File: config.mk
export PLATFORM = sky130hd
export DESIGN_NAME = soc_led_pwm
export DESIGN_NICKNAME = d
export VERILOG_FILES = /design/src/design/soc_pkg.sv /design/src/design/soc_led_pwm.sv
export VERILOG_INCLUDE_DIRS = /design/src /design/src/design
export SDC_FILE = /design/constraint.sdc
export NUM_CORES = 1
export LEC_CHECK = 0
export ABC_AREA = 1
export BUFFER_PORTS_ARGS = -buffer_cell sky130_fd_sc_hd__buf_2
export CAP_MARGIN = 20
export CORE_ASPECT_RATIO = 1.5
export CORE_MARGIN = 2
export CORE_UTILIZATION = 45
export DETAILED_ROUTE_END_ITERATION = 12
export GPL_ROUTABILITY_DRIVEN = 0
export PLACE_DENSITY = 0.86
export SLEW_MARGIN = 20
export SYNTH_ARGS = -nofsm -noshare
export SYNTH_HDL_FRONTEND = slang
export SYNTH_SLANG_ARGS = --single-unit
File: constraint.sdc
create_clock -name clk_24m -period 1.1 [get_ports clk_24m]
set_input_delay 0.165 -clock clk_24m [delete_from_list [all_inputs] [get_ports clk_24m]]
set_output_delay 0.165 -clock clk_24m [all_outputs]
set_load 0.01 [all_outputs]
File: src/design/soc_consts.svh
// SoC peripheral constants
// Widths, address map and reset values

`ifndef SOC_CONSTS_SVH
`define SOC_CONSTS_SVH

// Boot RAM word address
`define SOC_BRAM_AW 8

// Wishbone slaves
`define SOC_WB_N  3
`define SOC_WB_AW 4

`define SOC_REG_CTRL 0
`define SOC_REG_UART 1
`define SOC_REG_LED  2

// Region codes on address bits 31:30
`define SOC_REGION_BRAM 2'd0
`define SOC_REGION_WB   2'd2

// 115200 baud at 24 MHz
`define SOC_UART_DIV_W     12
`define SOC_UART_DIV_RESET 12'd207

`endif
File: src/design/soc_pkg.sv
// SoC bus and register types

`include "soc_consts.svh"

package soc_pkg;

	// Core native bus, zero strobe is a read
	typedef struct packed {
		logic        valid;
		logic [31:0] addr;
		logic [31:0] wdata;
		logic [3:0]  wstrb;
	} mem_req_t;

	typedef struct packed {
		logic        ready;
		logic [31:0] rdata;
	} mem_rsp_t;

	typedef struct packed {
		logic [`SOC_BRAM_AW-1:0] addr;
		logic [31:0]             wdata;
		logic [3:0]              wmsk;
		logic                    we;
	} bram_req_t;

	typedef struct packed {
		logic [`SOC_WB_AW-1:0] addr;
		logic [31:0]           wdata;
		logic                  we;
	} wb_req_t;

	typedef struct packed {
		logic        ack;
		logic [31:0] rdata;
	} wb_rsp_t;

	typedef struct packed {
		logic [28:0] rsvd;
		logic [2:0]  ch_en;
	} led_ctrl_t;

	typedef struct packed {
		logic [28:0] rsvd;
		logic        now;
		logic [1:0]  sel;
	} boot_ctrl_t;

	// Same word, two views depending on register
	typedef union packed {
		led_ctrl_t  led;
		boot_ctrl_t boot;
	} ctrl_word_u;

	typedef struct packed {
		logic       now;
		logic [1:0] sel;
	} boot_req_t;

endpackage

File: src/design/soc_led_pwm.sv
// RGB LED PWM, three channels

`timescale 1ns/1ns

module soc_led_pwm (
	input  logic              clk_24m,
	input  logic              rst,
	input  soc_pkg::wb_req_t  wb_req_i,
	input  logic              wb_cyc_i,
	output soc_pkg::wb_rsp_t  wb_rsp_o,
	input  logic [2:0]        ch_en_i,
	output logic [2:0]        rgb_o
);
	logic [2:0][7:0] duty_q;
	logic [7:0]      cnt_q;
	logic            ack_q;
	logic [31:0]     rdata;

	always_ff @(posedge clk_24m or posedge rst) begin
		if (rst) begin
			ack_q <= 1'b0;
			duty_q <= '0;
			cnt_q <= 8'd0;
		end else begin
			ack_q <= wb_cyc_i & ~ack_q;
			cnt_q <= cnt_q + 8'd1;
			if (wb_cyc_i && !ack_q && wb_req_i.we) begin
				case (wb_req_i.addr)
					4'd0:    duty_q[0] <= wb_req_i.wdata[7:0];
					4'd1:    duty_q[1] <= wb_req_i.wdata[7:0];
					4'd2:    duty_q[2] <= wb_req_i.wdata[7:0];
					default: ;
				endcase
			end
		end
	end

	always_comb begin
		case (wb_req_i.addr)
			4'd0:    rdata = {24'd0, duty_q[0]};
			4'd1:    rdata = {24'd0, duty_q[1]};
			4'd2:    rdata = {24'd0, duty_q[2]};
			default: rdata = '0;
		endcase
	end

	// High for duty cycles out of every 256
	always_comb begin
		for (int k = 0; k < 3; k++)
			rgb_o[k] = ch_en_i[k] && (cnt_q < duty_q[k]);
	end

	assign wb_rsp_o = '{ack: ack_q, rdata: rdata};

endmodule

-- Word-level counts from Yosys, hierarchy flattened
Index checks and enable logic that the tools add are counted.
- add/subtract/negate cells: 1
- magnitude comparators: 3
- equality and inequality tests: 2
- mux-type cells: 1
- bitwise gates (word level): 2
- reduce and logical (&&, ||, !) cells: 10
- operators by type and width (cell ; number):
    $lt 8x8->1 ; 3
    $pmux 8 s3 ; 1
    $add 8x1->8 const B ; 1
    $reduce_and 2->1 ; 3
    $logic_and 1x1->1 ; 5
    $eq 4x1->1 const B ; 1
    $eq 4x2->1 const B ; 1
    $logic_not 4->1 ; 1
    $and 1x1->1 ; 1
    $logic_not 1->1 ; 1
    $not 1->1 ; 1
- register bits after elaboration: 33
- input bits: 43
- output and inout bits: 36
- logic and storage cells: 24

-- Logic depth before layout (Yosys ltp)
- word-level depth: 4
- depth in mapped cells: 8
- depth with buffers taken out: 7

-- Worst setup path after synthesis
No wires, ideal clock.
- path kind: reg2out
- start point: register cnt_q[7]
- end point: output port rgb_o[2]
- arrival time: 1140 ps
- data required time: 935 ps
- setup slack: -205 ps
- cell stages (with the launch flop): 7
- buffers on the path: 0
- path through: dfrtp_1 > ha_1 > nand2_1 > nand2_1 > nor2_1 > nand3_1 > a21oi_1
- longest elaborated chain between the ends: 2
- ends and longest elaborated chain (what ; line ; source):
    start, declared ; soc_led_pwm.sv:15 ; logic [7:0] cnt_q;
    start signal, assigned ; soc_led_pwm.sv:26 ; cnt_q <= cnt_q + 8'd1;
    $lt 8x8->1 ; soc_led_pwm.sv:50 ; rgb_o[k] = ch_en_i[k] && (cnt_q < duty_q[k]);
    $logic_and 1x1->1 ; soc_led_pwm.sv:50 ;
    end, declared ; soc_led_pwm.sv:12 ; output logic [2:0] rgb_o
Every way passes these cells.

-- Final worst setup path
- start point: register cnt_q[3]
- end point: output port rgb_o[0]
The elaborated chain is that of the path after synthesis.

==> impl_metrics.csv <==
group,metric,value,unit
grt,antenna_violations_before_repair,0,
grt,grt_max_degree,34,
pwr,total_power,3.86,mW
sta,fin_crit_sh,1.72,
setup_path,worst_ep_arrival_time,1730,ps
yosys,synth-seq-cells,33,
worst_hold_path,whs_endpoint,"duty_q[3]",
sta,timing.fmax,528,MHz
yosys,synth-seq-area-share,0.366,
routing,drt_drc_violations_left,0,
die,floorplan.die.width,61.8,um
die,effective_utilization_at_floorplan,0.466,
grt,vias_in_the_first_global_route,1949,
pwr,powerDensity,1150,mW/mm^2
clocking,clkSinkCount,33,
setup_path,type_of_element_launching_the_critical_path,"flop",
sta,timing.final.crit_period,1890,ps
place,port_buffers,30,
setup_path,cpPeakStageDelay,460,ps
setup_path,rrSetupSlack,-140,ps
setup_path,timing.reg2reg.worst_path_depth,6,
setup_path,required,940,ps
yosys,yosysWarnings,0,
yosys,postSynthCellCount,279,
setup_path,reg2reg_from,"ack_q",
clocking,clk_path_buf_depth,2,
sta,setup_slack,-795,ps
grt,gr-total-overflow,0,
clocking,skew_pair_late_insertion_delay,290,ps
sta,timing_hold_violations_final,0,
routing,drt-total-wl,7440,um
setup_path,critPathSlowestCell,"sky130_fd_sc_hd__dfrtp_2",
die,floorplan.die_area,0.00561,sq mm
setup_path,path_max_fanout,4,
clocking,cts_buffers,5,
layout,syn_to_final_growth,49.1,%
pwr,power.ir.vdd_worst,0.783,mV
sta,maxSlewViolCount,0,
sta,setup_violations,39,
grt,grt_first_pass_wirelength,8750,um
die,placeableCoreArea,0.00485,sq mm
worst_hold_path,min_path_type,"in2reg",
routing,wire_per_inst,17.5,um
yosys,syn_avg_cell_area,8.09,sq um
setup_path,end_kind,"output port",
die,std_cell_rows,31,
die,ioPinCount,79,
setup_path,reg2reg_capture_point,"duty_q[4]",
layout,nNetsFinal,425,
setup_path,path_cells,"ha_1, nand2_1, inv_1, nand2_1, nand2_1, a21oi_2, buf_2",
sta,fin_worst_skew,7.51,ps
sta,hold_ws,99.6,ps
pwr,total_leakage_power,1.66,nW
setup_path,critical_path.most_common_cell,"sky130_fd_sc_hd__nand2_1",
setup_path,cp_class,"reg2out",
clocking,path_clk_slew,60,ps
routing,viasPerCell,5.05,
grt,gr_util_all_layers,0.216,
layout,fill_cells,330,
yosys,synthesis.area,0.00226,sq mm
die,dieHeight,90.8,um
routing,dr_total_vias,2145,
sta,grt_setup_unrepaired,"yes",
clocking,tritoncts,"built",
run_status,violations,"setup timing",
flow_run,maxCapViolations,0,
clocking,cts-htree-levels,2,
worst_hold_path,hold_path.startpoint,"wb_req_i[4]",
worst_hold_path,timing.hold.worst_path_depth,3,
layout,drive_above_1_share,0.526,
yosys,post_synth_num_cell_types,22,
routing,detail_route.first_pass.iterations,5,
routing,dr.first_iter.drc_count,93,
routing,postRouteAntennaNets,0,
layout,n_antenna_cell,0,
run_status,result_of_the_run,"finished with violations",
place,detailed_place_hpwl,3920,um
clocking,root_buffer,"sky130_fd_sc_hd__clkbuf_8",
## metal layers
layer  global-route usage  vias up  share of wire
met3               0.0444       27          0.042
li1                     -      983              -
met4                0.124        0          0.058
met2                0.393       89           0.56
met5                    0        -              0
met1                0.207     1046           0.34
## area by class of cell
cell class | count | area (sq um) | area share
multi-input cells | 195 | 1530 | 0.455
flip-flops and latches | 33 | 831 | 0.247
clock inverters | 1 | 5.00 | 0.00149
inverters | 48 | 188 | 0.0557
well taps | 66 | 82.6 | 0.0245
repair buffers | 77 | 661 | 0.196
clock buffers | 5 | 68.8 | 0.0204
## metrics by stage
| step | TNS, ps | worst slack, ps | instance area [sq um] | utilization | instances |
|---|---|---|---|---|---|
| after detailed placement | -3870 | -408 | 2730 | 0.562 | 411 |
| after global routing | -8420 | -881 | 3370 | 0.695 | 425 |
| after global placement | -3160 | -336 | 2730 | 0.562 | 411 |
| after CTS | -3450 | -664 | 3040 | 0.626 | 421 |
| final | -6140 | -795 | 3370 | 0.695 | 425 |
| after floorplan | -556 | -162 | 2360 | - | 302 |
## cells in the mapped netlist, drive strengths merged
library cell | count | share of area
inv | 48 | 0.080
dfrtp | 33 | 0.37
nor3 | 1 | 0.0072
xor2 | 3 | 0.012
o211ai | 8 | 0.027
nand2 | 80 | 0.15
ha | 22 | 0.12
nor2 | 12 | 0.027
nand3 | 10 | 0.024
buf | 28 | 0.098
a21oi | 6 | 0.013
o21ai | 24 | 0.066
conb | 1 | 0.0017
xnor2 | 3 | 0.012
## power by group
part | total (mW) | internal (mW) | switching (mW)
clock | 0.834 | 0.415 | 0.419
sequential | 1.49 | 1.38 | 0.107
combinational | 1.54 | 0.715 | 0.826
total | 3.86 | 2.51 | 1.35
## how the worst max path moves through the flow
stage / start / to / slack (ps)
floorplan: cnt_q[7] / rgb_o[2] / -160
global placement: cnt_q[7] / rgb_o[0] / -340
detailed placement: cnt_q[7] / rgb_o[0] / -410
CTS: cnt_q[7] / rgb_o[2] / -660
global route: cnt_q[3] / rgb_o[0] / -880
finish: cnt_q[3] / rgb_o[0] / -790
## logic make-up after synthesis
kind of cell / after synthesis / share of synthesized area
other cells: 1 / 0.00166
buf+inv: 76 / 0.178
xor+xnor: 6 / 0.0233
fa+ha+maj: 22 / 0.122
compound gates: 38 / 0.106
simple gates: 103 / 0.203
flops: 33 / 0.366
## cell usage in the layout, fill, tap and decap left out
cell type / n
sky130_fd_sc_hd__nor2_4: 4
sky130_fd_sc_hd__inv_8: 1
sky130_fd_sc_hd__ha_4: 6
sky130_fd_sc_hd__clkbuf_8: 5
sky130_fd_sc_hd__xor2_1: 3
sky130_fd_sc_hd__dfrtp_1: 29
sky130_fd_sc_hd__conb_1: 24
sky130_fd_sc_hd__nand2_2: 31
sky130_fd_sc_hd__nand3_1: 4
sky130_fd_sc_hd__nor2_2: 2
sky130_fd_sc_hd__a21oi_2: 5
sky130_fd_sc_hd__ha_1: 16
sky130_fd_sc_hd__o21ai_2: 16
sky130_fd_sc_hd__buf_12: 4
sky130_fd_sc_hd__nand2_4: 12
sky130_fd_sc_hd__nand2_8: 4
sky130_fd_sc_hd__xnor2_1: 2
sky130_fd_sc_hd__dlygate4sd3_1: 1
sky130_fd_sc_hd__buf_6: 28
sky130_fd_sc_hd__a21oi_4: 1
sky130_fd_sc_hd__nand3_4: 2
sky130_fd_sc_hd__nor3_4: 1
sky130_fd_sc_hd__clkinv_2: 1
sky130_fd_sc_hd__o211ai_1: 8
sky130_fd_sc_hd__nand3_2: 4
sky130_fd_sc_hd__buf_2: 30
sky130_fd_sc_hd__inv_2: 13
sky130_fd_sc_hd__buf_4: 14
sky130_fd_sc_hd__dfrtp_2: 4
sky130_fd_sc_hd__o21ai_1: 8
sky130_fd_sc_hd__nand2_1: 35
sky130_fd_sc_hd__xnor2_2: 1
sky130_fd_sc_hd__inv_1: 34
sky130_fd_sc_hd__nor2_1: 6
## worst max-delay path: cells and delay by family, from the launching register on
kind                     cells  cell delay (ps)
buffers and inverters        2              230
flip-flops                   1              460
AND/OR/NAND/NOR              3              230
adder cells (fa/ha/maj)      1              320
AO/OA/AOI/OAI                1              200
## flip-flops by register name (all words and copies together) (netlist names)
name / flops
cnt_q: 8
ack_q: 1
duty_q: 24
## timing repair
| action | in CTS | in global routing |
|---|---|---|
| cloned | 0 | 2 |
| gates resized for setup | 55 | 89 |
| hold buffers | 1 | 0 |
| hold endpoints to repair | 33 | 0 |
| setup endpoints to repair | 39 | 40 |
| buffers inserted | 7 | 6 |
| pin swaps | 18 | 29 |
(Power assumes the default switching activity.)
