### src/design/soc_consts.svh
// SoC peripheral constants
// Widths, address map and reset values

`ifndef SOC_CONSTS_SVH
`define SOC_CONSTS_SVH

// Boot RAM word address
`define SOC_BRAM_AW 8

// Wishbone slaves
`define SOC_WB_N  3
`define SOC_WB_AW 4

`define SOC_REG_CTRL 0
`define SOC_REG_UART 1
`define SOC_REG_LED  2

// Region codes on address bits 31:30
`define SOC_REGION_BRAM 2'd0
`define SOC_REGION_WB   2'd2

// 115200 baud at 24 MHz
`define SOC_UART_DIV_W     12
`define SOC_UART_DIV_RESET 12'd207

`endif
### src/design/soc_pkg.sv
// SoC bus and register types

`include "soc_consts.svh"

package soc_pkg;

	// Core native bus, zero strobe is a read
	typedef struct packed {
		logic        valid;
		logic [31:0] addr;
		logic [31:0] wdata;
		logic [3:0]  wstrb;
	} mem_req_t;

	typedef struct packed {
		logic        ready;
		logic [31:0] rdata;
	} mem_rsp_t;

	typedef struct packed {
		logic [`SOC_BRAM_AW-1:0] addr;
		logic [31:0]             wdata;
		logic [3:0]              wmsk;
		logic                    we;
	} bram_req_t;

	typedef struct packed {
		logic [`SOC_WB_AW-1:0] addr;
		logic [31:0]           wdata;
		logic                  we;
	} wb_req_t;

	typedef struct packed {
		logic        ack;
		logic [31:0] rdata;
	} wb_rsp_t;

	typedef struct packed {
		logic [28:0] rsvd;
		logic [2:0]  ch_en;
	} led_ctrl_t;

	typedef struct packed {
		logic [28:0] rsvd;
		logic        now;
		logic [1:0]  sel;
	} boot_ctrl_t;

	// Same word, two views depending on register
	typedef union packed {
		led_ctrl_t  led;
		boot_ctrl_t boot;
	} ctrl_word_u;

	typedef struct packed {
		logic       now;
		logic [1:0] sel;
	} boot_req_t;

endpackage

### src/design/soc_bus_bridge.sv
// Core bus to boot RAM and Wishbone bridge

`timescale 1ns/1ns
`include "soc_consts.svh"

module soc_bus_bridge (
	input  logic                  clk_24m,
	input  logic                  rst,
	input  soc_pkg::mem_req_t     mem_req_i,
	output soc_pkg::mem_rsp_t     mem_rsp_o,
	output soc_pkg::bram_req_t    bram_req_o,
	input  logic [31:0]           bram_rdata_i,
	output soc_pkg::wb_req_t      wb_req_o,
	output logic [`SOC_WB_N-1:0]  wb_cyc_o,
	input  soc_pkg::wb_rsp_t      wb_rsp_i [`SOC_WB_N]
);
	localparam logic [2:0] ST_IDLE = 3'd0;
	localparam logic [2:0] ST_BRAM = 3'd1;
	localparam logic [2:0] ST_NONE = 3'd2;
	localparam logic [2:0] ST_WAIT = 3'd3;
	localparam logic [2:0] ST_DONE = 3'd4;

	logic [2:0]           state_q;
	logic [`SOC_WB_N-1:0] cyc_q;
	logic [`SOC_WB_N-1:0] slv_sel;
	logic [31:0]          wb_rdata_q;
	logic [31:0]          rsp_rdata;
	logic [31:0]          ack_rdata;
	logic                 ack;
	logic                 is_bram;
	logic                 is_wb;
	logic                 wr;

	assign is_bram = mem_req_i.addr[31:30] == `SOC_REGION_BRAM;
	// Slave index 3 falls into the empty region
	assign is_wb = (mem_req_i.addr[31:30] == `SOC_REGION_WB) &&
		(mem_req_i.addr[17:16] < `SOC_WB_N);
	assign wr = |mem_req_i.wstrb;

	always_comb begin
		for (int k = 0; k < `SOC_WB_N; k++)
			slv_sel[k] = mem_req_i.addr[17:16] == 2'(k);
	end

	// RAM writes only on the accepting edge
	assign bram_req_o = '{
		addr:  mem_req_i.addr[`SOC_BRAM_AW+1:2],
		wdata: mem_req_i.wdata,
		wmsk:  mem_req_i.wstrb,
		we:    (state_q == ST_IDLE) && mem_req_i.valid && is_bram && wr
	};

	assign wb_req_o = '{
		addr:  mem_req_i.addr[`SOC_WB_AW+1:2],
		wdata: mem_req_i.wdata,
		we:    wr
	};
	assign wb_cyc_o = cyc_q;

	always_comb begin
		ack = 1'b0;
		ack_rdata = '0;
		for (int k = 0; k < `SOC_WB_N; k++) begin
			if (cyc_q[k] && wb_rsp_i[k].ack) begin
				ack = 1'b1;
				ack_rdata = wb_rsp_i[k].rdata;
			end
		end
	end

	always_ff @(posedge clk_24m or posedge rst) begin
		if (rst) begin
			state_q <= ST_IDLE;
			cyc_q <= '0;
		end else begin
			case (state_q)
				ST_IDLE: begin
					if (mem_req_i.valid) begin
						if (is_bram) begin
							state_q <= ST_BRAM;
						end else if (is_wb) begin
							state_q <= ST_WAIT;
							cyc_q <= slv_sel;
						end else begin
							state_q <= ST_NONE;
						end
					end
				end
				ST_WAIT: begin
					if (ack) begin
						state_q <= ST_DONE;
						cyc_q <= '0;
					end
				end
				// Reply states last one cycle
				default: state_q <= ST_IDLE;
			endcase
		end
	end

	always_ff @(posedge clk_24m) begin
		if (ack)
			wb_rdata_q <= ack_rdata;
	end

	always_comb begin
		case (state_q)
			ST_BRAM: rsp_rdata = bram_rdata_i;
			ST_DONE: rsp_rdata = wb_rdata_q;
			default: rsp_rdata = '0;
		endcase
	end

	assign mem_rsp_o = '{
		ready: (state_q == ST_BRAM) || (state_q == ST_NONE) || (state_q == ST_DONE),
		rdata: rsp_rdata
	};

endmodule

### config.mk
export PLATFORM = sky130hd
export DESIGN_NAME = soc_bus_bridge
export DESIGN_NICKNAME = d
export VERILOG_FILES = /design/src/design/soc_pkg.sv /design/src/design/soc_bus_bridge.sv
export VERILOG_INCLUDE_DIRS = /design/src /design/src/design
export SDC_FILE = /design/constraint.sdc
export NUM_CORES = 1
export LEC_CHECK = 0
export BUFFER_PORTS_ARGS = -buffer_cell sky130_fd_sc_hd__buf_2
export CAP_MARGIN = 20
export CORE_AREA = 2 2 123 125
export CTS_CLUSTER_SIZE = 20
export DETAILED_ROUTE_END_ITERATION = 10
export DIE_AREA = 0 0 125 127
export HOLD_SLACK_MARGIN = 0.15
export PLACE_DENSITY_LB_ADDON = 0.2
export SETUP_SLACK_MARGIN = 0.1
export SYNTH_ARGS = -nofsm -noshare
export SYNTH_HDL_FRONTEND = slang
export SYNTH_SLANG_ARGS = --single-unit
### constraint.sdc
create_clock -name clk_24m -period 4.7 [get_ports clk_24m]
set_input_delay 0.705 -clock clk_24m [delete_from_list [all_inputs] [get_ports clk_24m]]
set_output_delay 0.705 -clock clk_24m [all_outputs]
set_load 0.02 [all_outputs]
# Yosys cells after proc, flatten, opt, wreduce, memory -nomap -nowiden

Index checks and enable logic that the tools add are counted.

Register bits: 38
Bits of input ports: 202
Output and inout port bits: 118

Order comparisons: 1
Equal/unequal tests: 11
Muxes and demuxes: 17
Reductions and logical operators: 16

Operator list:

| cell               | count |
|---|---|
| $mux 32            | 3 |
| $pmux 32 s2        | 1 |
| $mux 3             | 6 |
| $pmux 3 s2         | 2 |
| $ne 2x2->1 const B | 4 |
| $logic_and 1x1->1  | 7 |
| $eq 3x2->1 const B | 2 |
| $reduce_and 5->1   | 1 |
| $eq 2x2->1 const B | 2 |
| $logic_not 2->1    | 2 |
| $mux 1             | 4 |
| $reduce_or 4->1    | 1 |
| $eq 3x1->1 const B | 1 |
| $eq 3x3->1 const B | 1 |
| $logic_not 3->1    | 1 |
| $eq 2x1->1 const B | 1 |
| $logic_or 1x1->1   | 2 |
| $lt 2x2->1 const B | 1 |
| $mux 2             | 1 |
| $reduce_and 2->1   | 1 |
| $reduce_bool 2->1  | 1 |

# Logic depth before layout (Yosys ltp)

Gate-level depths: netlist of run 1.

Depth after elaboration: 6
Gate-level depth with buffers: 5

# Worst setup path after synthesis of run 1

No wires, ideal clock.

Path kind: input-to-reg
Start point: in wb_rsp_i[65] (netlist name)
End point: reg wb_rdata_q[0] (enable)
Data arrival time: 1.768 ns
Data required time: 4.222 ns
Setup slack: 2.454 ns
Cell stages on the path: 3
Buffers on the path: 1
Cells stage by stage: nand2_1 clkbuf_1 nand2_1

Cells in the longest elaborated chain, start to end: 3

Ends and longest elaborated chain:

| element              | line                  | source |
|---|---|---|
| start, declared      | soc_bus_bridge.sv:15  | `` input soc_pkg::wb_rsp_t wb_rsp_i [`SOC_WB_N] `` |
| $logic_and 1x1->1    | soc_bus_bridge.sv:64  | `if (cyc_q[k] && wb_rsp_i[k].ack) begin` |
| $mux 1 (2 in series) | soc_bus_bridge.sv:64  |  |
| named net ack        | soc_bus_bridge.sv:29  | `logic ack;` |
| end signal, assigned | soc_bus_bridge.sv:103 | `wb_rdata_q <= ack_rdata;` |
| end, declared        | soc_bus_bridge.sv:26  | `logic [31:0] wb_rdata_q;` |

The timed path passes the listed nets, and every way through them passes these cells.
A chain may end at the register's enable or synchronous reset.

==> results.toml, run 1 <==
[cts]
cts_buffers = 5
clock_path_buffers = 2
cts-htree-levels = 2
clkLatencyLatePin_ns = 0.28
root_buffer = "clkbuf_16"
cts_setup_buffers = 0
tritoncts = "built"
cts_resized = 0
clkTransAtPathRegs_ns = 0.05
clock_sinks = 38
cts-hold-fix-buffers = 0

[floorplan]
initial_core_util_pct = 21.5
die_area_sq_um = 15900
coreArea_sq_um = 14400
io_pins = 320
die_h_um = 127
die_w_um = 125
placementRows = 44

[power]
intPower_mw = 0.988
ir_worst_vdd_mv = 0.121
fin_total_pwr_mw = 1.58
power.net_switching_mw = 0.592
combPwrFrac_pct = 38.6
seqPwrFrac_pct = 41.7
p_per_area_nw_per_um2 = 427
p_clk_share_pct = 19.7
power_leakage_nw = 1.75
switching_share_pct = 37.4

[logic_synthesis]
synthArstFlopShare_pct = 15.8
synth_edf_count = 32
synth_warnings = 0
avgSynthCellArea_sq_um = 8.94
synthesis.instances = 347
synth-seq-cells = 38
netlist_area_sq_um = 3100
yosysSeqAreaShare_pct = 35.8
yosys_most_used_dff = "edfxtp_1"
ys_types = 33
synth_fp_nets = 549

[critical_path]
worstSetupPathType = "flop to output pin"
cp-start-kind = "flop"
r2r_end = "wb_rdata_q[20]"
crit_arrival_ns = 1.90
max_stage_delay_ns = 0.62
cp-end-kind = "output pin"
rrSetupSlack_ns = 2.72
r2r_cells = 4
path_buf_inv = 2
critPathSlowestCell = "dfrtp_1"
worstPathMaxFanout = 32
cp_num_cells = 4
critPathLaunch = "state_q[2]"
cp_cell_sequence = "nor3b_4 > buf_4 > a22o_1 > buf_2"
rr_startpoint = "wb_cyc_o[0]"
crit_path_end = "mem_rsp_o[13]"
critical_path.top_delay_family = "flip-flops"
required_ns = 3.99

[sta]
finalSetupTns_ns = 0
fin_crit_sh_pct = 55.4
post-route-min-period_ns = 2.60
hold_viol_final = 0
slew_viol_final = 0
finClkSkew_ns = 0.00609
timing.fmax_ghz = 0.384
rsz0062_at_grt = "no"
setup_viol_count_final = 0
slew_headroom_pct = 32.8
tightestPinTransition_ns = 1.01

[worst_hold_path]
hp-class = "primary input to asynchronous set/reset pin"

[drt]
routed.top_layer = "met4"
met2_length_um = 5110
routed_via_density = 4.58
vias = 2823
post_drt_wl_per_cell_um = 16.6
drc = 0
met1_length_um = 3900
antenna_left = 0
drt-initial-drc-count = 92
firstDrtPassIters = 4
route.met3.wl_um = 721
wirelength_um = 10200

[job]
max_cap_violations = 0

[final_layout]
syn_to_final_growth_pct = 19.2
final_cell_mix = "buf_2 (183), nand2_1 (38), o21ai_0 (33)"
diodes = 0
nNetsFinal = 636
fillers = 1597
drive_above_1_share_pct = 46.7
layout.cells.most_common = "buf_2"

[global_routing]
grt_pass1_wl_um = 15100
grt_antenna_before_repair = 0
grt_max_degree = 65
grt_pass1_vias = 2891
grt_use_total_pct = 12.0
gr-total-overflow = 0

[place]
dp_hpwl_um = 7580
portBuffers = 183
gp_congestion = 0.745

[outcome]
status = "completed"
-- per-layer routing --
metal	vias up	GRT usage (%)
li1	1369	-
met1	1270	13.2
met2	126	21.5
met3	58	2.26
met4	0	7.32
met5	-	0
-- synthesized netlist by cell type (all sizes together) (3+ instances only) --
cell | instances | share of area (%)
nand2 | 38 | 4.6
dfrtp | 6 | 4.8
a31oi | 32 | 6.5
o31ai | 3 | 0.73
and2 | 3 | 0.61
and3 | 33 | 6.7
a21oi | 3 | 0.61
o211ai | 3 | 0.73
edfxtp | 32 | 31
a22o | 32 | 9.0
o21ai | 33 | 5.3
buf | 94 | 22
clkbuf | 16 | 1.9
-- cell families after synthesis --
kind of cell / Yosys count / synth area share [%]
XOR/XNOR: 1 / 0.283
AND/OR/NAND/NOR: 88 / 16.1
flip-flops: 38 / 35.8
AO/OA/AOI/OAI: 109 / 23.6
buffers and inverters: 111 / 24.1
-- worst min-delay path by stage --
stage,start,endpoint,slack (ns)
detailed placement,wb_cyc_o[2],wb_cyc_o[2],0.61
floorplan,rst,state_q[0],0.50
finish,rst,wb_cyc_o[2],0.33
global placement,wb_cyc_o[0],wb_cyc_o[0],0.60
CTS,rst,wb_cyc_o[2],0.34
global route,rst,wb_cyc_o[2],0.34
-- state kept, by name, indices dropped and copies added (netlist names) --
name and count:
wb_rdata_q 32, wb_cyc_o 3, state_q 3
-- worst reg2reg max path: cells and delay by family (launching register included) --
| family | cells | cell delay (ns) |
|---|---|---|
| AO/OA/AOI/OAI | 2 | 0.36 |
| buffers and inverters | 1 | 0.35 |
| flip-flops | 1 | 0.42 |
| AND/OR/NAND/NOR | 1 | 0.66 |
-- per-stage QoR --
| stage | utilization (%) | setup WS (ns) | instance area (sq um) | hold slack, ns | instances |
|---|---|---|---|---|---|
| after floorplan | - | 2.45 | 3100 | 0.496 | 347 |
| after global placement | 24.7 | 2.30 | 3570 | 0.596 | 611 |
| after detailed placement | 24.7 | 2.28 | 3570 | 0.606 | 611 |
| after CTS | 25.6 | 2.03 | 3700 | 0.338 | 617 |
| after global routing | 25.6 | 1.96 | 3700 | 0.344 | 617 |
| final | 25.6 | 2.10 | 3700 | 0.335 | 617 |
-- power groups by stage --
stage | Clock, mW | Combinational [mW] | Sequential [mW]
2_1_floorplan | 0 | 0.485 | 0.649
3_3_place_gp | 0 | 0.620 | 0.670
3_5_place_dp | 0 | 0.626 | 0.668
4_1_cts | 0.323 | 0.629 | 0.662
5_1_grt | 0.336 | 0.686 | 0.673
6_report | 0.312 | 0.610 | 0.658
-- final cells by class --
cell class	count	area, sq um	area share [%]
Tap cell	184	230	6.23
Clock buffer	5	125	3.38
Inverter	1	3.75	0.102
Sequential cell	38	1110	30.1
Timing Repair Buffer	190	968	26.2
Multi-Input combinational cell	198	1250	33.9
Clock inverter	1	3.75	0.102
Power figures use the tool's default switching activity.
==> run 2: changes to the inputs <==
Clock period 4.7 ns to 2.39 ns, I/O delays scaled along.
==> results.toml, run 2 (synthesis gave the netlist of run 1 again) <==
[place]
placed_cells = 615
portBuffers = 183
dp_hpwl_um = 7860
gp_congestion = 0.788
place_area_sq_um = 3640

[global_routing]
grt_max_degree = 52
grt_use_total_pct = 12.3
grt_pass1_wl_um = 15300
grt_antenna_before_repair = 0
gr-total-overflow = 0
grt_pass1_vias = 2810

[worst_hold_path]
hold_depth = 3
hold_start = "wb_rsp_i[25]"
hp-class = "primary input to flop"
hold_end = "wb_rdata_q[25]"

[cts]
cts_buffers = 5
tritoncts = "built"
cts_resized = 0
clock_path_buffers = 2
cts-htree-levels = 2
clock_sinks = 38
clkTransAtPathRegs_ns = 0.06
root_buffer = "clkbuf_16"
clkLatencyLatePin_ns = 0.28

[drt]
post_drt_wl_per_cell_um = 16.7
firstDrtPassIters = 4
vias = 2809
wirelength_um = 10400
routed_via_density = 4.49
drt-initial-drc-count = 90
antenna_left = 0
drc = 0

[critical_path]
max_stage_delay_ns = 0.64
crit_arrival_ns = 1.81
cp_cell_sequence = "nor3b_4 > buf_12 > a22o_1 > buf_2"
cp-start-kind = "flop"
rrSetupSlack_ns = 0.76
required_ns = 2.03
cp-end-kind = "output pin"
rr_startpoint = "state_q[2]"
r2r_end = "wb_cyc_o[0]"
r2r_cells = 3
worstSetupPathType = "flop to output pin"
critPathSlowestCell = "dfrtp_1"
worstPathMaxFanout = 32

[final_layout]
drive_above_1_share_pct = 47.2
largest-register = "wb_rdata_q"
largest_reg_flops = 32
final_cell_mix = "buf_2 (183), nand2_1 (38), o21ai_0 (33)"
layout.cells.most_common = "buf_2"
fin_area_sq_um = 3790
fin_cells = 625
fillers = 1570
nNetsFinal = 643
diodes = 0
syn_to_final_growth_pct = 22.4

[outcome]
status = "completed"

[power]
power_leakage_nw = 1.80
fin_total_pwr_mw = 3.20
ir_worst_vdd_mv = 0.247
p_per_area_nw_per_um2 = 844

[sta]
slew_viol_final = 0
finalSetupTns_ns = 0
tightestPinTransition_ns = 0.482
slew_headroom_pct = 67.9
timing.hold.ws_ns = 0.360
finClkSkew_ns = 0.00688
post-route-min-period_ns = 2.17
rsz0062_at_grt = "no"
setup_viol_count_final = 0
fin_crit_sh_pct = 90.7
hold_viol_final = 0
timing.fmax_ghz = 0.461

[floorplan]
initial_core_util_pct = 21.5
die_h_um = 127
coreArea_sq_um = 14400
die_w_um = 125
die_area_sq_um = 15900
placementRows = 44
io_pins = 320

[job]
max_cap_violations = 0
[run 2: cell count changes in the layout (fill, tap and decap cells not counted)]
cell and delta:
buf_12 +3, clkbuf_1 +2, clkinv_1 -1, dlygate4sd3_1 +1, buf_4 +3
[run 2: final cells by class]
class                   count  area, sq um  share of cell area (%)
well taps                 184          230                    6.07
inverters                   1         3.75                  0.0989
flip-flops and latches     38         1110                    29.3
clock buffers               7          133                    3.50
multi-input cells         198         1250                    33.1
repair buffers            197         1060                    28.0
[run 2: how the worst max path moves through the flow]
stage                      from  depth (start not counted)             to  slack (ns)
CTS                  state_q[0]                          4  mem_rsp_o[18]        0.10
floorplan           wb_cyc_o[1]                          3  wb_rdata_q[0]        0.31
finish               state_q[2]                          4  mem_rsp_o[22]        0.22
detailed placement   state_q[0]                          4  mem_rsp_o[18]        0.42
global placement     state_q[0]                          4   mem_rsp_o[6]        0.45
global route         state_q[0]                          4  mem_rsp_o[18]        0.12
[run 2: report_power, final]
part           leakage (nW)  switching, mW  internal (mW)
logic                  1.34          0.798          0.481
clock network        0.0640          0.247          0.382
registers             0.395          0.144           1.15
[run 2: through the flow]
| stage | setup slack (ns) | util [%] |
|---|---|---|
| floorplan | 0.311 | - |
| global placement | 0.446 | 25.2 |
| detailed placement | 0.418 | 25.2 |
| CTS | 0.104 | 26.2 |
| global route | 0.119 | 26.3 |
| finish | 0.223 | 26.3 |
[run 2: worst max-delay path, delay by kind of cell (launching register included)]
family	cells	cell delay, ns
buffers and inverters	2	0.39
flip-flops	1	0.64
AO/OA/AOI/OAI	1	0.19
AND/OR/NAND/NOR	1	0.30
[run 2: repair_timing]
action                                  4_1_cts  5_1_grt
hold endpoints to repair                      6        0
hold buffers                                  1        0
buffers inserted                              0        2
endpoints found under the setup margin        0       28
[run 2: per-layer routing]
layer / global-route usage (%) / up-vias / part of all wire (%)
li1: - / 1381 / -
met1: 13.7 / 1262 / 39
met2: 21.9 / 112 / 50
met3: 2.30 / 54 / 6.5
met4: 7.45 / 0 / 4.9
met5: 0 / - / 0
