`src/design/soc_consts.svh`:
```
// SoC peripheral constants
// Widths, address map and reset values

`ifndef SOC_CONSTS_SVH
`define SOC_CONSTS_SVH

// Boot RAM word address
`define SOC_BRAM_AW 8

// Wishbone slaves
`define SOC_WB_N  3
`define SOC_WB_AW 4

`define SOC_REG_CTRL 0
`define SOC_REG_UART 1
`define SOC_REG_LED  2

// Region codes on address bits 31:30
`define SOC_REGION_BRAM 2'd0
`define SOC_REGION_WB   2'd2

// 115200 baud at 24 MHz
`define SOC_UART_DIV_W     12
`define SOC_UART_DIV_RESET 12'd207

`endif
```
`src/design/soc_pkg.sv`:
```
// SoC bus and register types

`include "soc_consts.svh"

package soc_pkg;

	// Core native bus, zero strobe is a read
	typedef struct packed {
		logic        valid;
		logic [31:0] addr;
		logic [31:0] wdata;
		logic [3:0]  wstrb;
	} mem_req_t;

	typedef struct packed {
		logic        ready;
		logic [31:0] rdata;
	} mem_rsp_t;

	typedef struct packed {
		logic [`SOC_BRAM_AW-1:0] addr;
		logic [31:0]             wdata;
		logic [3:0]              wmsk;
		logic                    we;
	} bram_req_t;

	typedef struct packed {
		logic [`SOC_WB_AW-1:0] addr;
		logic [31:0]           wdata;
		logic                  we;
	} wb_req_t;

	typedef struct packed {
		logic        ack;
		logic [31:0] rdata;
	} wb_rsp_t;

	typedef struct packed {
		logic [28:0] rsvd;
		logic [2:0]  ch_en;
	} led_ctrl_t;

	typedef struct packed {
		logic [28:0] rsvd;
		logic        now;
		logic [1:0]  sel;
	} boot_ctrl_t;

	// Same word, two views depending on register
	typedef union packed {
		led_ctrl_t  led;
		boot_ctrl_t boot;
	} ctrl_word_u;

	typedef struct packed {
		logic       now;
		logic [1:0] sel;
	} boot_req_t;

endpackage

```
`src/design/soc_uart_tx.sv`:
```
// UART transmitter, 8N1

`timescale 1ns/1ns
`include "soc_consts.svh"

module soc_uart_tx (
	input  logic              clk_24m,
	input  logic              rst,
	input  soc_pkg::wb_req_t  wb_req_i,
	input  logic              wb_cyc_i,
	output soc_pkg::wb_rsp_t  wb_rsp_o,
	output logic              uart_tx_o
);
	logic [`SOC_UART_DIV_W-1:0] div_q;
	logic [`SOC_UART_DIV_W-1:0] baud_cnt_q;
	logic [3:0]                 bit_cnt_q;
	logic [8:0]                 shift_q;
	logic                       ack_q;
	logic                       busy;
	logic                       wr_stb;
	logic                       start;
	logic                       tick;
	logic [31:0]                rdata;

	assign busy = bit_cnt_q != 4'd0;
	assign wr_stb = wb_cyc_i && !ack_q && wb_req_i.we;
	// Data writes while busy are lost
	assign start = wr_stb && (wb_req_i.addr == 4'd0) && !busy;
	assign tick = busy && (baud_cnt_q == '0);

	always_ff @(posedge clk_24m or posedge rst) begin
		if (rst) begin
			ack_q <= 1'b0;
			div_q <= `SOC_UART_DIV_RESET;
			baud_cnt_q <= '0;
			bit_cnt_q <= 4'd0;
		end else begin
			ack_q <= wb_cyc_i & ~ack_q;
			if (wr_stb && (wb_req_i.addr == 4'd1))
				div_q <= wb_req_i.wdata[`SOC_UART_DIV_W-1:0];
			if (start) begin
				baud_cnt_q <= div_q;
				bit_cnt_q <= 4'd10;
			end else if (tick) begin
				baud_cnt_q <= div_q;
				bit_cnt_q <= bit_cnt_q - 4'd1;
			end else if (busy) begin
				baud_cnt_q <= baud_cnt_q - 1'b1;
			end
		end
	end

	// Start bit in LSB, stop bit shifted in from the top
	always_ff @(posedge clk_24m) begin
		if (start)
			shift_q <= {wb_req_i.wdata[7:0], 1'b0};
		else if (tick)
			shift_q <= {1'b1, shift_q[8:1]};
	end

	always_comb begin
		case (wb_req_i.addr)
			4'd0:    rdata = {31'd0, busy};
			4'd1:    rdata = {{(32-`SOC_UART_DIV_W){1'b0}}, div_q};
			default: rdata = '0;
		endcase
	end

	assign wb_rsp_o = '{ack: ack_q, rdata: rdata};
	assign uart_tx_o = busy ? shift_q[0] : 1'b1;

endmodule

```
`config.mk`:
```
export PLATFORM = sky130hd
export DESIGN_NAME = soc_uart_tx
export DESIGN_NICKNAME = d
export VERILOG_FILES = /design/src/design/soc_pkg.sv /design/src/design/soc_uart_tx.sv
export VERILOG_INCLUDE_DIRS = /design/src /design/src/design
export SDC_FILE = /design/constraint.sdc
export NUM_CORES = 1
export LEC_CHECK = 0
export ABC_CLOCK_PERIOD_IN_PS = 2400
export BUFFER_PORTS_ARGS = -buffer_cell sky130_fd_sc_hd__buf_2
export CORE_MARGIN = 2
export CORE_UTILIZATION = 50
export CTS_CLUSTER_SIZE = 40
export DETAILED_ROUTE_END_ITERATION = 10
export PLACE_DENSITY = 0.88
export RECOVER_POWER = 50
export SLEW_MARGIN = 10
export SYNTH_ARGS = -nofsm -noshare
export SYNTH_HDL_FRONTEND = slang
export SYNTH_SLANG_ARGS = --single-unit
```
`constraint.sdc`:
```
create_clock -name clk_24m -period 2.4 [get_ports clk_24m]
set_input_delay 0.36 -clock clk_24m [delete_from_list [all_inputs] [get_ports clk_24m]]
set_output_delay 0.36 -clock clk_24m [all_outputs]
set_load 0.01 [all_outputs]
```
# Word level (Yosys, flattened, before mapping)
# Cells that the tools add are included.
[totals] reg_bits=38 in_bits=40 out_inout_bits=34 elab_cells=33
[op_classes] n_addsub=2 n_eq_ne=1 n_mux=9 bitwise=2 n_reduce_logical=13
[ops] cell="2-to-1 mux 12 bit" n=3
[ops] cell="case mux 12 bit (2 select lines)" n=1
[ops] cell="2-to-1 mux 9 bit" n=2
[ops] cell="zero test 12 bit" n=1
[ops] cell="subtractor 12 x 1 -> 12 bit, second input constant" n=1
[ops] cell="2-to-1 mux 4 bit" n=2
[ops] cell="logical AND 1 bit" n=6
[ops] cell="== test 4 x 1 -> 1 bit, second input constant" n=1
[ops] cell="zero test 4 bit" n=1
[ops] cell="nonzero test 4 bit" n=1
[ops] cell="subtractor 4 x 1 -> 4 bit, second input constant" n=1
[ops] cell="nonzero test 3 bit" n=1
[ops] cell="zero test 1 bit" n=2
[ops] cell="nonzero test 2 bit" n=1
[ops] cell="AND 1 bit" n=1
[ops] cell="2-to-1 mux 1 bit" n=1
[ops] cell="inverter 1 bit" n=1

# Longest topological paths before layout
# Gate-level depths: netlist of run 1.
[depth] depth_word=6 depth_mapped=8 depth_no_buf=8

# Worst setup path after synthesis of run 1
# Ideal clock, no wire load.
[synth_path] kind="register to register" from="reg bit_cnt_q[0]" to="reg baud_cnt_q[1]" setup_time_ns=0.126 t_arrival_ns=1.887 required_time_ns=2.274 setup_slack_ns=0.387 stages_incl_launch_ff=8 n_path_buf=1 period_less_slack_ns=2.013 path_cell_list="dfrtp_1 > inv_1 > ha_1 > or3b_1 > and4_1 > or2_2 > buf_4 > a221o_1"
[synth_via] elab_chain_cells=4 word_cells_on_any_way=7 classes_between="mux (2); reduce/logical (5)"
[synth_rtl] item="start: declaration" line_no="soc_uart_tx.sv:16" source="logic [3:0] bit_cnt_q;"
[synth_rtl] item="start signal: assignment" line_no="soc_uart_tx.sv:46" source="bit_cnt_q <= bit_cnt_q - 4'd1;"
[synth_rtl] item="nonzero test 4 bit *" line_no="soc_uart_tx.sv:25" source="assign busy = bit_cnt_q != 4'd0;"
[synth_rtl] item="logical AND 1 bit / zero test 1 bit (equally long branches)" line_no="soc_uart_tx.sv:29, soc_uart_tx.sv:28"
[synth_rtl] item="2-to-1 mux 12 bit / logical AND 1 bit (equally long branches)" line_no="soc_uart_tx.sv:44, soc_uart_tx.sv:28"
[synth_rtl] item="2-to-1 mux 12 bit / nonzero test 3 bit (equally long branches)"
[synth_rtl] item="end signal: assignment" line_no="soc_uart_tx.sv:42" source="baud_cnt_q <= div_q;"
[synth_rtl] item="end signal: assignment" line_no="soc_uart_tx.sv:45" source="baud_cnt_q <= div_q;"
[synth_rtl] item="end signal: assignment" line_no="soc_uart_tx.sv:48" source="baud_cnt_q <= baud_cnt_q - 1'b1;"
[synth_rtl] item="end: declaration" line_no="soc_uart_tx.sv:15" source="logic [`SOC_UART_DIV_W-1:0] baud_cnt_q;"
# Every way passes the cells marked *; elsewhere a longest branch is shown, timed or not.
# A chain may end at the register's enable or synchronous reset.

# Final worst setup path of run 1
[layout_path] from="reg bit_cnt_q[0]" to="reg baud_cnt_q[10]"
# The elaborated chain is that of the path after synthesis.

==> out/summary.txt, run 1 <==
status -> finished with violations
failing checks -> max-capacitance violations, max-slew violations
Leakage -> 1.16 nW
max frequency -> 0.443 GHz
nets@finish -> 297
CTS tree -> done
IO Port Bufs -> 33
Clock transition at path regs -> 0.07 ns
worst path bufs/invs -> 2
initial core utilization -> 53.0%
syn avg cell area -> 10.2 um2
RSZ-0062 raised after global routing -> false
DP Wirelength -> 3510 um
final hold vios -> 0
Core ar. -> 4090 um2
Crit path largest cell delay -> 0.42 ns
max layer used -> met4
placed insts -> 296
max-slew violations -> 30
die width -> 69.8 um
first-pass GRT wire length -> 8310 um
grt ovf -> 0
worst-path fanout max -> 8
# diodes -> 0
Slew HR -> -5.54%
# H-tree levels -> 2
Mapped Cells -> 213
Primary FF master, synth -> dfrtp_1
Crit Path Category -> flop to flop
proportion of layout cells with a drive suffix above 1 -> 27.2%
WL met1 -> 2030 um
Seq/Total Area, Yosys -> 45.8%
First DRT Iteration DRCs -> 125
Clk pwr share -> 39.5%
via count -> 1818
chip height -> 69.8 um
Syn Std Cell Area -> 2170 um2
cells along the critical path -> inv_1 > ha_1 > or3b_1 > buf_4 > nor3_2 > or2_2 > a21oi_1 > a211o_1
sequential power share -> 50.9%
Startpoint Class -> flop
cell-internal power -> 1.23 mW
die area -> 4880 um2
vias in the first global route -> 1715
Max clock buf depth -> 2
EDFF count, synth -> 8
Post-DP Area -> 2370 um2
setup total negative slack -> 0 ns
met3 wire length -> 444 um
Root Driver -> clkbuf_8
Antenna Nets Post-Route -> 0
Async S/R FF share, synth -> 76.3%
Synth cell types -> 50
sw frac -> 25.3%
I/O pin total -> 74
largest net degree at the start of global routing -> 30
hold buffers post-CTS -> 0
Combinational Power Share -> 9.6%
routed len/inst -> 16.4 um
post-route insts no fill -> 304
Post-CTS Resized -> 0
Slowest-stage cell, CP -> dfrtp_1
Period minus WS final -> 2.26 ns
Hold WS -> 0.290 ns
endpoints failing setup -> 0
switching power -> 0.418 mW
Worst VDD drop -> 0.442 mV
Crit path arrival time -> 2.44 ns
max cap viols -> 1
Tot Pwr -> 1.65 mW
actual slew at the worst max-slew pin -> 1.58 ns
pre-CTS WS -> 0.200 ns
worst hold-check path type -> primary input to flop
gr usage total -> 21.7%
vias per inst -> 5.98
Largest delay share family, worst path -> simple AND/OR/NAND/NOR gates
post-detailed-route DRC marker count -> 0
Area Overhead vs Synth -> 14.9%
std cell rows -> 23
pwr dens -> 662 nW/um2
setup repair bufs after CTS -> 0
antenna violations before repair -> 0
design area -> 2490 um2
Critical Path RT -> 2.59 ns
Synth warnings -> 0
crit end category -> flop
Tcrit/Tclk final -> 94.1%
drt total wl -> 4980 um
drt pass-1 iters -> 4
Final Util -> 60.9%
worst setup margin -> 0.142 ns
routability cong. -> 0.889
clock latency on the worst-skew pair -> 0.31 ns
Num CTS Buffers -> 5
Max Clock Skew -> 0.0107 ns
Seq cells post-synth -> 38
Sinks on Clock Net -> 38
WL met2 -> 2400 um
## logic make-up (layout without fill, tap and decap cells)
group / count (synthesis) / after routing / synth area share, %
DFF: 38 / 38 / 45.8
xor gates and xnor gates: 2 / 2 / 0.808
adders and majority gates: 4 / 4 / 2.31
muxes: 13 / 13 / 6.70
AOI/OAI and AO/OA: 36 / 36 / 11.7
buffers and inverters: 39 / 61 / 10.8
other: 1 / 20 / 0.173
and+or+nand+nor: 80 / 80 / 21.7
## cell type report
cell class	instances	area [um2]
Inverter	6	22.5
Sequential cell	38	993
Tap cell	50	62.6
Multi-Input combinational cell	155	1010
Timing Repair Buffer	47	268
Fill cell	319	1600
Clock inverter	3	63.8
Clock buffer	5	68.8
## final timing paths
check	start	endpoint	slack, ns	cells after the start
worst min register to register	ack_q	ack_q	0.46	1
max in group asynchronous	rst	bit_cnt_q[1]	0.88	3
worst max-delay path	bit_cnt_q[0]	baud_cnt_q[10]	0.14	8
worst max register to register	bit_cnt_q[0]	baud_cnt_q[10]	0.14	8
worst min-delay path	wb_req_i[12]	div_q[11]	0.29	2
min in group asynchronous	rst	baud_cnt_q[9]	0.59	3
## flip-flops by register name, indices dropped and copies added, names as in the netlist
name / flops
ack_q: 1
baud_cnt_q: 12
shift_q: 9
div_q: 12
bit_cnt_q: 4
## placed cells by master (no fill, tap or decap), types with 7 or more instances in the layout
master     n
a22o_1     7
a31oi_1    7
and3_1    15
buf_2     27
buf_4     11
clkbuf_1   8
conb_1    20
dfrtp_1   23
edfxtp_1   8
mux2_2    12
nand2_1    8
nand3_1   12
nor3_1     8
nor4_1     8
## cells in the mapped netlist, types with 2 or more instances
cell	n	area (um2)
xnor2_1	2	17.5
edfxtp_1	8	240
dfstp_2	6	158
nand2b_1	2	12.5
buf_4	22	165
inv_1	6	22.5
nand2_1	8	30.0
and4_1	2	17.5
nor3_1	8	40.0
a21oi_1	5	25.0
nand3_1	12	60.1
nor4_1	8	50.1
dfrtp_1	23	576
or3_1	2	12.5
a211oi_1	2	15.0
a22o_1	7	61.3
mux2_2	12	135
nand3b_1	3	22.5
ha_1	4	50.1
and3_1	15	93.8
clkbuf_1	6	22.5
buf_2	4	20.0
o21ai_0	5	25.0
nor4b_1	3	26.3
a211o_1	2	17.5
nor2_1	6	22.5
a31oi_1	7	43.8
## worst register-to-register path: stages, from the launching register on
cell	delay, ns
dfrtp_1	0.42
inv_1	0.10
ha_1	0.16
or3b_1	0.39
buf_4	0.18
nor3_2	0.31
or2_2	0.27
a21oi_1	0.06
a211o_1	0.27
## power groups by stage
stage | combinational [mW] | clock (mW) | sequential (mW)
global placement | 0.152 | 0 | 0.843
finish | 0.159 | 0.651 | 0.839
detailed placement | 0.159 | 0 | 0.848
global route | 0.179 | 0.678 | 0.852
CTS | 0.161 | 0.652 | 0.836
floorplan | 0.156 | 0 | 0.809
## metal layers
metal	vias to the layer above	GRT usage, %
met2	108	34.5
met5	-	0
met1	872	28.1
met3	13	5.23
li1	825	-
met4	0	9.40
Note: power is estimated with default switching activity, not from simulation.
==> run 2: changes to the inputs <==
- CORE_MARGIN: 2 -> default
- CORE_UTILIZATION: 50 -> 52
- CTS_BUF_LIST: default -> sky130_fd_sc_hd__clkbuf_2
- PLACE_DENSITY: 0.88 -> 0.9
==> run 2 against run 1 <==
The flow still finishes with violations (max-capacitance violations, max-slew violations); critical endpoint is now wb_rsp_o[0]; first-iteration DRC count decreased by 15%; combinational power rose by 7%; critical path depth down 1; register-to-register slack is essentially flat.
==> out/summary.txt, run 2 (same netlist as run 1, synthesis figures left out) <==
status -> finished with violations
failing checks -> max-capacitance violations, max-slew violations
Worst R2R End -> baud_cnt_q[10]
Period minus WS final -> 2.27 ns (+0.00761 ns)
CTS tree -> done
most frequent cells in the layout -> 23 x dfrtp_1, 22 x buf_2, 20 x conb_1
max-slew violations -> 30 (unchanged)
Clock transition at path regs -> 0.19 ns (+0.12 ns)
clock latency on the worst-skew pair -> 0.39 ns (+0.08 ns)
initial core utilization -> 54.2% (+1.1 points)
worst-path fanout max -> 7 (-1)
drt total wl -> 4740 um (-4.8%)
hold buffers post-CTS -> 0 (unchanged)
# H-tree levels -> 2 (unchanged)
Core ar. -> 4000 um2 (-2.1%)
Final Util -> 61.3% (+0.41 points)
Max Clock Skew -> 0.0100 ns (-0.000733 ns)
FF-to-FF setup slack -> 0.14 ns (about the same)
std cell rows -> 23 (unchanged)
Crit Path Category -> flop to primary output
routed len/inst -> 15.5 um (-5.1%)
worst hold-check path type -> primary input to flop
# diodes -> 0 (unchanged)
CP Launch Point -> bit_cnt_q[0]
die area -> 4430 um2 (-9.2%)
biggest regs -> baud_cnt_q x12, div_q x12, shift_q x9
DP Wirelength -> 3380 um (-3.8%)
I/O pin total -> 74 (unchanged)
Num CTS Buffers -> 5 (unchanged)
nets@finish -> 298 (+0.34%)
setup repair bufs after CTS -> 0 (unchanged)
Max clock buf depth -> 2 (unchanged)
max frequency -> 0.441 GHz (-0.34%)
Startpoint Class -> flop
First DRT Iteration DRCs -> 106 (-15%)
Tcrit/Tclk final -> 94.4% (+0.32 points)
worst setup path end -> wb_rsp_o[0]
post-route insts no fill -> 305 (+0.33%)
first-pass GRT wire length -> 7960 um (-4.2%)
gr usage total -> 24.1% (+2.4 points)
via count -> 1811 (-0.39%)
Crit path arrival time -> 1.91 ns (-0.53 ns)
proportion of layout cells with a drive suffix above 1 -> 25.9% (-1.3 points)
vias per inst -> 5.94 (-0.71%)
crit end category -> primary output
register area -> 993 um2 (unchanged)
Post-CTS Resized -> 0 (unchanged)
Area Overhead vs Synth -> 13.2%
setup total negative slack -> 0 ns (unchanged)
worst setup margin -> 0.134 ns (-0.00761 ns)
Sinks on Clock Net -> 38 (unchanged)
largest net degree at the start of global routing -> 30 (unchanged)
antenna violations before repair -> 0 (unchanged)
Hold WS -> 0.185 ns (-0.106 ns)
pre-CTS WS -> 0.125 ns (-0.0745 ns)
max cap viols -> 1 (unchanged)
# fillers -> 328 (+2.8%)
pwr dens -> 612 nW/um2 (-7.5%)
RSZ-0062 raised after global routing -> true
drt pass-1 iters -> 4 (unchanged)
die width -> 66.6 um (-4.7%)
Slew HR -> -6.76% (-1.2 points)
grt ovf -> 0 (unchanged)
WHS Path Cells -> 2 (unchanged)
multi-input logic area -> 1030 um2 (+1.9%)
actual slew at the worst max-slew pin -> 1.60 ns (+0.0182 ns)
Critical Path RT -> 2.04 ns (-0.55 ns)
IO Port Bufs -> 33 (unchanged)
chip height -> 66.6 um (-4.7%)
Leakage -> 1.14 nW (-1.7%)
reg2reg path depth -> 8 (unchanged)
Antenna Nets Post-Route -> 0 (unchanged)
routability cong. -> 0.920 (+3.5%)
final hold vios -> 0 (unchanged)
most common cell after layout, fill and taps aside -> dfrtp_1
Worst VDD drop -> 0.356 mV (-19%)
placed insts -> 297 (+0.34%)
vias in the first global route -> 1657 (-3.4%)
endpoints failing setup -> 0 (unchanged)
Root Driver -> clkbuf_2
reg2reg start -> bit_cnt_q[0]
post-detailed-route DRC marker count -> 0 (unchanged)
==> run 2: how the worst min path moves through the flow <==
stage	from	endpoint	slack, ns
6_report	wb_req_i[11]	div_q[10]	0.18
5_1_grt	wb_req_i[9]	div_q[8]	0.17
4_1_cts	rst	baud_cnt_q[11]	0.006
3_5_place_dp	ack_q	ack_q	0.44
3_3_place_gp	ack_q	ack_q	0.43
2_1_floorplan	rst	ack_q	0.43
==> run 2: layout make-up <==
type / count / share of cell area (%)
Multi-Input combinational cell: 155 / 42.0
Clock buffer: 5 / 1.02
Inverter: 6 / 0.918
Sequential cell: 38 / 40.5
Timing Repair Buffer: 48 / 10.5
Tap cell: 50 / 2.55
Clock inverter: 3 / 2.60
==> run 2: worst max-delay path, stage by stage, from the launching register on <==
cell and delay [ns]:
dfrtp_1 0.45, inv_1 0.09, ha_1 0.15, nor3b_2 0.23
buf_4 0.20, nor2_1 0.05, a31o_2 0.21, buf_2 0.13
==> run 2: report_power, final <==
group | internal, mW | switching [mW]
sequential | 0.743 | 0.0966
clock | 0.277 | 0.216
combinational | 0.0816 | 0.0889
==> run 2: stage by stage <==
step / cell area [um2] / total power, mW
after floorplan: 2240 / 0.965
final: 2450 / 1.50
after detailed placement: 2370 / 1.02
after CTS: 2460 / 1.51
after global routing: 2450 / 1.57
after global placement: 2370 / 1.01
==> run 2: metal layers <==
metal  routed length [um]  vias up  global-route usage [%]
met5                    0        -                       0
met4                   91        0                    10.1
met3                  296       13                    3.42
met2                 2290      103                    37.1
met1                 2060      851                    33.7
li1                     -      844                       -
